### src/verilog/muldiv_consts.svh
`ifndef MULDIV_CONSTS_SVH
`define MULDIV_CONSTS_SVH

// ----------------------------------------
// Datapath width
// ----------------------------------------

// Operand and result width for RV32
`define MD_XLEN 32

// ----------------------------------------
// Divider iteration count
// ----------------------------------------

// One quotient bit per DIVIDE cycle
`define MD_DIV_STEPS `MD_XLEN

`endif

### src/verilog/muldiv_pkg.sv
package muldiv_pkg;

    // ----------------------------------------
    // M extension operations
    // ----------------------------------------
    // Bit 2 picks the divider and the low two bits give the sub-op
    typedef enum logic [3:0] {
        MUL    = 4'd0,  // Low word of product
        MULH   = 4'd1,  // High word, signed x signed
        MULHSU = 4'd2,  // High word, signed x unsigned
        MULHU  = 4'd3,  // High word, unsigned x unsigned
        DIV    = 4'd4,
        DIVU   = 4'd5,
        REM    = 4'd6,
        REMU   = 4'd7
    } md_op_t;

    // ----------------------------------------
    // Divider FSM
    // ----------------------------------------
    typedef enum logic [1:0] {
        IDLE,
        INIT,    // Signs and magnitudes
        DIVIDE,  // Shift-subtract loop
        DONE     // Result cycle
    } div_state_t;

endpackage

### src/verilog/int_divider.sv
`timescale 1ns/1ns

`include "muldiv_consts.svh"

module int_divider import muldiv_pkg::*; (
    input  logic                clk,
    input  logic                rst_n,
    input  logic                start,
    input  logic [1:0]          div_op,       // 00 DIV, 01 DIVU, 10 REM, 11 REMU
    input  logic [`MD_XLEN-1:0] numerator,
    input  logic [`MD_XLEN-1:0] denominator,
    output logic [`MD_XLEN-1:0] result,
    output logic                division_done,
    output logic                div_busy
);

    localparam int CNT_W = $clog2(`MD_DIV_STEPS + 1);

    div_state_t state, next_state;

    // Operands captured at start
    logic [`MD_XLEN-1:0] num_q;
    logic [`MD_XLEN-1:0] den_q;
    logic [1:0]          op_q;
    md_op_t              op_full;

    // ----------------------------------------
    // Working registers
    // ----------------------------------------
    logic [`MD_XLEN-1:0] rem;      // Always below the divisor
    logic [`MD_XLEN-1:0] quo;
    logic [`MD_XLEN-1:0] den;
    logic [CNT_W-1:0]    counter;

    logic sign_q;          // Quotient negative
    logic sign_r;          // Remainder follows numerator
    logic div_zero;
    logic overflow;        // Most negative / -1
    logic is_signed;
    logic last_step;

    logic [`MD_XLEN:0]   rem_shift;
    logic [`MD_XLEN-1:0] rem_step;
    logic [`MD_XLEN-1:0] quo_step;
    logic [`MD_XLEN-1:0] final_word;

    assign op_full   = md_op_t'({2'b01, op_q});
    assign is_signed = (op_full == DIV) || (op_full == REM);
    assign last_step = (counter == CNT_W'(`MD_DIV_STEPS - 1));
    assign div_busy  = (state != IDLE);

    // One restoring step
    always_comb begin
        rem_shift = {rem, quo[`MD_XLEN-1]};
        quo_step  = {quo[`MD_XLEN-2:0], 1'b0};
        rem_step  = rem_shift[`MD_XLEN-1:0];
        if (rem_shift >= {1'b0, den}) begin
            rem_step    = rem_shift[`MD_XLEN-1:0] - den;
            quo_step[0] = 1'b1;
        end
    end

    // Sign fix and the architectural corner cases
    always_comb begin
        case (op_full)
            DIV: begin
                if (div_zero)
                    final_word = '1;
                else if (overflow)
                    final_word = num_q;
                else
                    final_word = sign_q ? -quo_step : quo_step;
            end
            REM: begin
                if (div_zero)
                    final_word = num_q;
                else if (overflow)
                    final_word = '0;
                else
                    final_word = sign_r ? -rem_step : rem_step;
            end
            REMU:    final_word = div_zero ? num_q : rem_step;
            default: final_word = div_zero ? '1 : quo_step;  // DIVU
        endcase
    end

    // ----------------------------------------
    // Next state
    // ----------------------------------------
    always_comb begin
        next_state = state;
        case (state)
            IDLE:    if (start) next_state = INIT;
            INIT:    next_state = DIVIDE;
            DIVIDE:  if (last_step) next_state = DONE;
            default: next_state = IDLE;
        endcase
    end

    // Control and result
    always_ff @(posedge clk or negedge rst_n) begin
        if (!rst_n) begin
            state         <= IDLE;
            counter       <= '0;
            division_done <= 1'b0;
            result        <= '0;
        end else begin
            state         <= next_state;
            division_done <= 1'b0;
            case (state)
                INIT: counter <= '0;
                DIVIDE: begin
                    counter <= counter + 1'b1;
                    if (last_step) begin
                        division_done <= 1'b1;   // High through DONE
                        result        <= final_word;
                    end
                end
                default: ;
            endcase
        end
    end

    // ----------------------------------------
    // Datapath
    // ----------------------------------------
    always_ff @(posedge clk) begin
        case (state)
            IDLE: begin
                if (start) begin
                    num_q <= numerator;
                    den_q <= denominator;
                    op_q  <= div_op;
                end
            end
            INIT: begin
                rem      <= '0;
                div_zero <= (den_q == '0);
                overflow <= is_signed && (den_q == '1) &&
                            (num_q == {1'b1, {(`MD_XLEN-1){1'b0}}});
                if (is_signed) begin
                    sign_q <= num_q[`MD_XLEN-1] ^ den_q[`MD_XLEN-1];
                    sign_r <= num_q[`MD_XLEN-1];
                    quo    <= num_q[`MD_XLEN-1] ? -num_q : num_q;
                    den    <= den_q[`MD_XLEN-1] ? -den_q : den_q;
                end else begin
                    sign_q <= 1'b0;
                    sign_r <= 1'b0;
                    quo    <= num_q;
                    den    <= den_q;
                end
            end
            DIVIDE: begin
                rem <= rem_step;
                quo <= quo_step;
            end
            default: ;
        endcase
    end

    // ----------------------------------------
    // Checks
    // ----------------------------------------
    a_no_start_busy: assert property (@(posedge clk) disable iff (!rst_n)
        div_busy |-> !start);

    // Loop runs one cycle per quotient bit
    a_divide_len: assert property (@(posedge clk) disable iff (!rst_n)
        (state == INIT) |=> (state == DIVIDE) [*`MD_DIV_STEPS] ##1 (state == DONE));

endmodule

### src/verilog/int_multiplier.sv
`timescale 1ns/1ns

`include "muldiv_consts.svh"

module int_multiplier import muldiv_pkg::*; (
    input  logic                clk,
    input  logic                rst_n,
    input  logic                start,
    input  logic [1:0]          mul_op,
    input  logic [`MD_XLEN-1:0] multiplicand,
    input  logic [`MD_XLEN-1:0] multiplier,
    output logic [`MD_XLEN-1:0] result,
    output logic                mul_done,
    output logic                mul_busy
);

    md_op_t op_in;
    logic   a_sext;            // Extend multiplicand by sign
    logic   b_sext;            // Extend multiplier by sign

    // ----------------------------------------
    // Stage one registers
    // ----------------------------------------
    logic signed [`MD_XLEN:0] a_s1;
    logic signed [`MD_XLEN:0] b_s1;
    md_op_t                   op_s1;
    logic                     v_s1;

    logic signed [2*`MD_XLEN+1:0] product;
    logic [`MD_XLEN-1:0]          prod_word;

    assign op_in  = md_op_t'({2'b00, mul_op});
    assign a_sext = (op_in != MULHU);
    assign b_sext = (op_in == MUL) || (op_in == MULH);

    // Operands captured and extended to 33 bits
    always_ff @(posedge clk) begin
        if (start) begin
            a_s1  <= {a_sext & multiplicand[`MD_XLEN-1], multiplicand};
            b_s1  <= {b_sext & multiplier[`MD_XLEN-1], multiplier};
            op_s1 <= op_in;
        end
    end

    // Full signed product of the extended operands
    assign product = a_s1 * b_s1;

    // Low word only for MUL
    assign prod_word = (op_s1 == MUL) ? product[`MD_XLEN-1:0]
                                      : product[2*`MD_XLEN-1:`MD_XLEN];

    // ----------------------------------------
    // Valid bits and stage two
    // ----------------------------------------
    always_ff @(posedge clk or negedge rst_n) begin
        if (!rst_n) begin
            v_s1     <= 1'b0;
            mul_done <= 1'b0;
            result   <= '0;
        end else begin
            v_s1     <= start;
            mul_done <= v_s1;
            if (v_s1)
                result <= prod_word;   // Held until the next op
        end
    end

    assign mul_busy = v_s1 | mul_done;

    // Fixed two-cycle latency
    a_latency: assert property (@(posedge clk) disable iff (!rst_n)
        start |-> ##2 mul_done);

endmodule

### src/verilog/muldiv_unit.sv
`timescale 1ns/1ns

`include "muldiv_consts.svh"

module muldiv_unit import muldiv_pkg::*; (
    input  logic                clk,
    input  logic                rst_n,
    input  logic                start,
    input  md_op_t              op,
    input  logic [`MD_XLEN-1:0] rs1,
    input  logic [`MD_XLEN-1:0] rs2,
    output logic [`MD_XLEN-1:0] result,
    output logic                done,
    output logic                busy
);

    // ----------------------------------------
    // Decode
    // ----------------------------------------
    logic       sel_div;           // Divider ops have bit 2 set
    logic [1:0] sub_op;

    logic div_start;
    logic mul_start;

    logic [`MD_XLEN-1:0] div_result;
    logic [`MD_XLEN-1:0] mul_result;
    logic                div_done;
    logic                mul_done;
    logic                div_busy;
    logic                mul_busy;

    assign sel_div   = op[2];
    assign sub_op    = op[1:0];
    assign div_start = start & sel_div;
    assign mul_start = start & ~sel_div;

    // ----------------------------------------
    // Units
    // ----------------------------------------
    int_divider u_div (
        .clk           (clk),
        .rst_n         (rst_n),
        .start         (div_start),
        .div_op        (sub_op),
        .numerator     (rs1),
        .denominator   (rs2),
        .result        (div_result),
        .division_done (div_done),
        .div_busy      (div_busy)
    );

    int_multiplier u_mul (
        .clk          (clk),
        .rst_n        (rst_n),
        .start        (mul_start),
        .mul_op       (sub_op),
        .multiplicand (rs1),
        .multiplier   (rs2),
        .result       (mul_result),
        .mul_done     (mul_done),
        .mul_busy     (mul_busy)
    );

    // ----------------------------------------
    // Result merge
    // ----------------------------------------
    assign result = div_done ? div_result : mul_result;
    assign done   = div_done | mul_done;
    assign busy   = div_busy | mul_busy;   // Caller waits on this

    // Only one op in flight, so completions never collide
    a_one_done: assert property (@(posedge clk) disable iff (!rst_n)
        !(div_done && mul_done));

    a_no_start_busy: assert property (@(posedge clk) disable iff (!rst_n)
        busy |-> !start);

endmodule

### config.mk
export PLATFORM = sky130hd
export DESIGN_NAME = muldiv_unit
export DESIGN_NICKNAME = d
export VERILOG_FILES = /design/src/verilog/muldiv_pkg.sv /design/src/verilog/int_divider.sv /design/src/verilog/int_multiplier.sv /design/src/verilog/muldiv_unit.sv
export VERILOG_INCLUDE_DIRS = /design/src /design/src/verilog
export SDC_FILE = /design/constraint.sdc
export NUM_CORES = 2
export LEC_CHECK = 0
export BUFFER_PORTS_ARGS = -buffer_cell sky130_fd_sc_hd__buf_2
export CORE_ASPECT_RATIO = 1.1
export CORE_MARGIN = 3
export CORE_UTILIZATION = 35
export CTS_CLUSTER_SIZE = 8
export DETAILED_ROUTE_END_ITERATION = 6
export PLACE_DENSITY_LB_ADDON = 0.15
export SYNTH_ARGS = -nofsm -noshare
export SYNTH_HDL_FRONTEND = slang
export SYNTH_HIERARCHICAL = 1
export SYNTH_SLANG_ARGS = --single-unit
### constraint.sdc
create_clock -name clk -period 7.8 [get_ports clk]
set_clock_uncertainty 0.15 [all_clocks]
set_input_delay 1.56 -clock clk [delete_from_list [all_inputs] [get_ports clk]]
set_output_delay 1.56 -clock clk [all_outputs]
set_load 0.1 [all_outputs]
Word level (Yosys, flattened, before mapping)
Cells that the tools add are included.
{"block": "totals", "ff_bits": 309, "out_inout_bits": 34, "in_bits": 71, "wordCells": 87}
{"block": "classes", "bitwise": 9, "order_cmp": 1, "n_mux": 25, "n_addsub": 6, "mul": 1, "n_eq_ne": 11, "n_reduce_logical": 14}
{"operator": "2-to-1 mux 32 bit", "n": 15}
{"operator": "negator 32 bit", "n": 4}
{"operator": "one-hot mux 32 bit (2 select lines)", "n": 2}
{"operator": "one-hot mux 32 bit (3 select lines)", "n": 1}
{"operator": "== test 32 bit (second input constant)", "n": 2}
{"operator": "multiplier 33 x 33 -> 64 bit", "n": 1}
{"operator": "greater-or-equal comparator 33 x 32 -> 1 bit", "n": 1}
{"operator": "logical NOT 32 bit", "n": 1}
{"operator": "subtractor 32 bit", "n": 1}
{"operator": "one-hot mux 6 bit (2 select lines)", "n": 1}
{"operator": "logical NOT 4 bit", "n": 2}
{"operator": "adder 6 x 1 -> 6 bit (second input constant)", "n": 1}
{"operator": "== test 2 bit (second input constant)", "n": 3}
{"operator": "== test 6 x 5 -> 1 bit (second input constant)", "n": 1}
{"operator": "one-hot mux 2 bit (3 select lines)", "n": 1}
{"operator": "AND reduction 2 bit", "n": 3}
{"operator": "AND 1 bit", "n": 4}
{"operator": "== test 2 x 1 -> 1 bit (second input constant)", "n": 2}
{"operator": "logical NOT 2 bit", "n": 2}
{"operator": "2-to-1 mux 2 bit", "n": 2}
{"operator": "inequality test 2 bit (second input constant)", "n": 2}
{"operator": "nonzero test 2 bit", "n": 2}
{"operator": "2-to-1 mux 1 bit", "n": 3}
{"operator": "OR 1 bit", "n": 3}
{"operator": "5 further kinds", "n": 7}

Longest topological paths before layout
{"block": "depth", "ltp_word": 7, "mapped_depth": 29, "depth_no_buf": 28}

Cells and area by module
Netlist, hierarchy kept.
{"module": "int_multiplier", "instances": 1, "seq_area_each_um2": 2892.8, "area_each_um2": 41944.0, "cells_per_inst": 4386}
{"module": "int_divider", "instances": 1, "seq_area_each_um2": 6010.8, "area_each_um2": 14094.8, "cells_per_inst": 1521}
{"module": "muldiv_unit", "instances": 1, "seq_area_each_um2": 0.0, "area_each_um2": 565.5, "cells_per_inst": 40}

Worst setup path after synthesis
No wires, ideal clock.
{"block": "synth_timing", "kind": "register to register", "from": "register u_mul.b_s1[0]", "to": "register u_mul.result[31]", "setup_slack_ns": 0.211, "setup_ns": 0.125, "arrival_ns": 7.315, "period_less_slack_ns": 7.589, "path_buffers": 2, "stages_incl_launch_ff": 26, "t_required_ns": 7.525, "path_cell_list": "edfxtp_1 clkbuf_1 nand2_1 inv_1 fa_1 fa_1 fa_1 inv_1 fa_1 inv_1 fa_1 fa_1 fa_1 inv_1 fa_1 inv_1 ha_1 buf_2 nand4_1 nor4_1 o21ai_2 o211ai_4 a21boi_2 o41ai_2 mux2i_1 a21oi_1"}
{"block": "synth_between", "elab_chain_cells": 2}
{"item": "start, declared", "line": "int_multiplier.sv:25", "text": "logic signed [`MD_XLEN:0] b_s1;"}
{"item": "start signal, assigned", "line": "int_multiplier.sv:40", "text": "b_s1 <= {b_sext & multiplier[`MD_XLEN-1], multiplier};"}
{"item": "multiplier 33 x 33 -> 64 bit", "line": "int_multiplier.sv:46", "text": "assign product = a_s1 * b_s1;"}
{"item": "2-to-1 mux 32 bit", "line": "int_multiplier.sv:49", "text": "assign prod_word = (op_s1 == MUL) ? product[`MD_XLEN-1:0]"}
{"item": "end signal, assigned", "line": "int_multiplier.sv:64", "text": "result <= prod_word;"}
{"item": "end, declared", "line": "int_multiplier.sv:12", "text": "output logic [`MD_XLEN-1:0] result,"}
No other way between the ends.
A chain may end at the register's enable or synchronous reset.

Worst setup path after layout
{"block": "layout_timing", "from": "register u_mul.a_s1[29]", "to": "register u_mul.result[31]"}
{"block": "layout_between", "elab_chain_cells": 2}
{"item": "start, declared", "line": "int_multiplier.sv:24", "text": "logic signed [`MD_XLEN:0] a_s1;"}
{"item": "start signal, assigned", "line": "int_multiplier.sv:39", "text": "a_s1 <= {a_sext & multiplicand[`MD_XLEN-1], multiplicand};"}
{"item": "multiplier 33 x 33 -> 64 bit", "line": "int_multiplier.sv:46"}
{"item": "2-to-1 mux 32 bit", "line": "int_multiplier.sv:49"}
No other way between the ends.

==> flow_metrics.py <==
metrics = {
    "worst_setup_path": {
        "crit_type": "reg -> reg",
        "cp_max_fo": 6,
        "crit_family": "adder cells",
        "cp_common_cell": "fa_1",
        "cp_slowest_cell": "fa_2",
        "cp_num_buf_inv": 10,
        "startpoint_type": "flop",
        "worst-endpoint-required_ns": 8.15,
        "cp-end-kind": "flop",
        "critical_path.max_stage_delay_ns": 0.57,
        "cp.arrival_ns": 8.19,
    },
    "sta": {
        "rsz0062_at_grt": "true",
        "tns_ns": -0.0502,
        "post-route-period-util_pct": 100,
        "worst_pin_slew_ns": 1.14,
        "finalSetupViolCount": 3,
        "hold_viol": 0,
        "hold_ws_ns": 0.332,
        "drv_slew": 0,
        "layout_min_cycle_time_ns": 7.83,
        "clock.fmax_ghz": 0.128,
        "fin_ws_ns": -0.0332,
        "maxSlewHeadroom_pct": 23.8,
    },
    "synth": {
        "yosysWarnings": 6,
        "ys_ff_latch": 309,
        "syn_inst": 5947,
        "synth_most_common_cell": "inv_1",
        "synth_common_cells": "inv_1 (1167), fa_1 (1126), nand2_1 (728)",
        "synth_area_sq_um": 56600,
        "synth_area_leaders": "fa_1 (40%), edfxtp_1 (12%), inv_1 (7.7%)",
        "syn_avg_cell_area_sq_um": 9.52,
        "yosysSeqAreaShare_pct": 15.7,
        "synth_top_area_cell": "fa_1",
        "synth_edf_count": 234,
        "ys_async_sr_fraction_pct": 24.3,
        "yosysUniqueCellTypes": 103,
        "synth_flop_cell": "edfxtp_1",
        "synth.top_cell.area_share_pct": 39.8,
        "synth_fp_nets": 7396,
    },
    "detailed_routing": {
        "vias": 42400,
        "final_antenna_net_count": 0,
        "wirelength_microns": 189000,
        "wire_per_inst_microns": 22.5,
        "firstDrtPassIters": 6,
        "post-route-drc-count": 0,
        "vias_per_cell": 5.04,
        "drt_iter0_markers": 2332,
    },
    "finish": {
        "drive_above_1_share_pct": 16.1,
        "finalNonFillerCells": 8408,
        "syn_to_final_growth_pct": 16.3,
        "n_fill_cell": 15900,
        "final_nets": 7724,
    },
    "clock_tree": {
        "clk_latency_ns": 0.61,
        "clk_pin_slew_ns": 0.05,
        "clock-root-buffer": "clkbuf_16",
        "cts_buffer_depth": 3,
        "clock-sinks": 309,
        "postCtsHoldBufs": 0,
        "tritoncts": "done",
        "cts_max_level": 2,
        "cts_buffers": 45,
    },
    "global_routing": {
        "use_met3_pct": 1.59,
        "grt_max_degree": 78,
        "track_usage_pct": 22.9,
        "busiest_layer": "met2",
        "grt_pass1_vias": 45800,
        "grt_use_met2_pct": 41.7,
        "grt_pass1_wl_microns": 287000,
        "antenna_found_initial": 9,
        "met1_usage_pct": 28.5,
        "grt.overflow.total": 0,
    },
    "placement": {
        "port_buffers": 103,
        "place_inst": 8266,
        "dp_hpwl_microns": 157000,
        "place_ws_ns": -0.303,
        "routabilityCongestion": 0.902,
    },
    "die": {
        "rows": 154,
        "io_pins": 105,
        "start_util_pct": 35.3,
        "core_sq_um": 161000,
        "die_area_sq_um": 167000,
        "die_y_microns": 428,
        "die_x_microns": 389,
    },
    "status": {
        "violations": "setup timing",
        "status": "finished, violations left",
    },
    "job": {
        "maxCapViolations": 0,
    },
    "min_path": {
        "hold_class": "reg -> reg",
    },
}
stage by stage:
stage | utilization (%) | cell area [sq um]
6_report | 41.0 | 65800
3_3_place_gp | 38.9 | 62500
2_1_floorplan | - | 56600
4_1_cts | 40.5 | 65000
5_1_grt | 41.0 | 65800
3_5_place_dp | 38.9 | 62500
worst paths after layout:
kind | cells after the start | slack [ns] | to | start
max | 28 | -0.03 | u_mul/result[31] | u_mul/a_s1[29]
min | 2 | 0.33 | u_div/result[8] | u_div/result[8]
max reg2reg | 28 | -0.03 | u_mul/result[31] | u_mul/a_s1[29]
min reg2reg | 2 | 0.33 | u_div/result[8] | u_div/result[8]
max in group asynchronous | 2 | 5.70 | u_div/division_done | rst_n
min in group asynchronous | 1 | 0.79 | u_div/counter[0] | rst_n
tightest hold or removal path, cell delays in order, from the launching register on:
cell and delay (ns):
dfrtp_1 0.34, nand2_1 0.05, o21ai_0 0.06
flip-flops by register name (all words and copies together), names as in the netlist:
signal / cells
u_mul/a_s1: 33
u_mul/b_s1: 33
u_div/den: 32
u_div/den_q: 32
u_div/num_q: 32
u_div/quo: 32
u_div/rem: 32
u_div/result: 32
u_mul/result: 32
u_div/counter: 6
u_div/op_q: 2
u_div/state: 2
u_mul/op_s1: 2
u_div/div_zero: 1
u_div/division_done: 1
u_div/overflow: 1
u_div/sign_q: 1
u_div/sign_r: 1
u_mul/mul_done: 1
u_mul/v_s1: 1
final cells by class:
| cell class | count | area (sq um) | share of cell area [%] |
|---|---|---|---|
| diodes | 1 | 2.50 | 0.00380 |
| clock buffers | 69 | 1230 | 1.86 |
| clock inverters | 4 | 88.8 | 0.135 |
| inverters | 1171 | 4400 | 6.68 |
| multi-input cells | 4151 | 43300 | 65.7 |
| flip-flops and latches | 309 | 8900 | 13.5 |
| well taps | 2106 | 2640 | 4.00 |
| repair buffers | 597 | 5340 | 8.10 |
per-layer routing:
metal	part of all wire (%)	up-vias
met2	52	951
met1	41	22000
li1	-	19100
met5	0	-
met4	4.3	0
met3	3.4	260
cells in the final DEF, fill, tap and decap left out, types with 46 or more instances in the layout:
master / n
buf_2: 102
inv_2: 48
a21oi_1: 164
o21ai_0: 169
nand2_1: 712
ha_1: 220
nor2_1: 195
and2_1: 534
edfxtp_1: 234
buf_12: 67
xnor2_1: 95
dfrtp_1: 74
inv_1: 1119
xor2_1: 90
buf_4: 385
fa_2: 53
fa_1: 1073
clkbuf_16: 46
what timing repair did:
action / in CTS / in global routing
setup endpoints to repair: 27 / 31
gates resized for setup: 157 / 181
cloned: 4 / 1
setup buffers: 50 / 18
pin swaps: 96 / 133
cells by family (layout without fill, tap and decap cells):
logic type,Yosys count,in the layout,share of synthesized area (%)
simple gates,1764,1764,15.4
buf+inv,1487,1841,10.1
fa+ha+maj,1378,1378,45.4
compound gates,731,731,8.61
flops,309,309,15.7
xor+xnor,200,200,3.09
mux,78,78,1.67
other cells,0,1,0
Power is left out: the tool's default activity adds up to more than one toggle a clock period on the data nets, which glitch-free logic cannot reach.
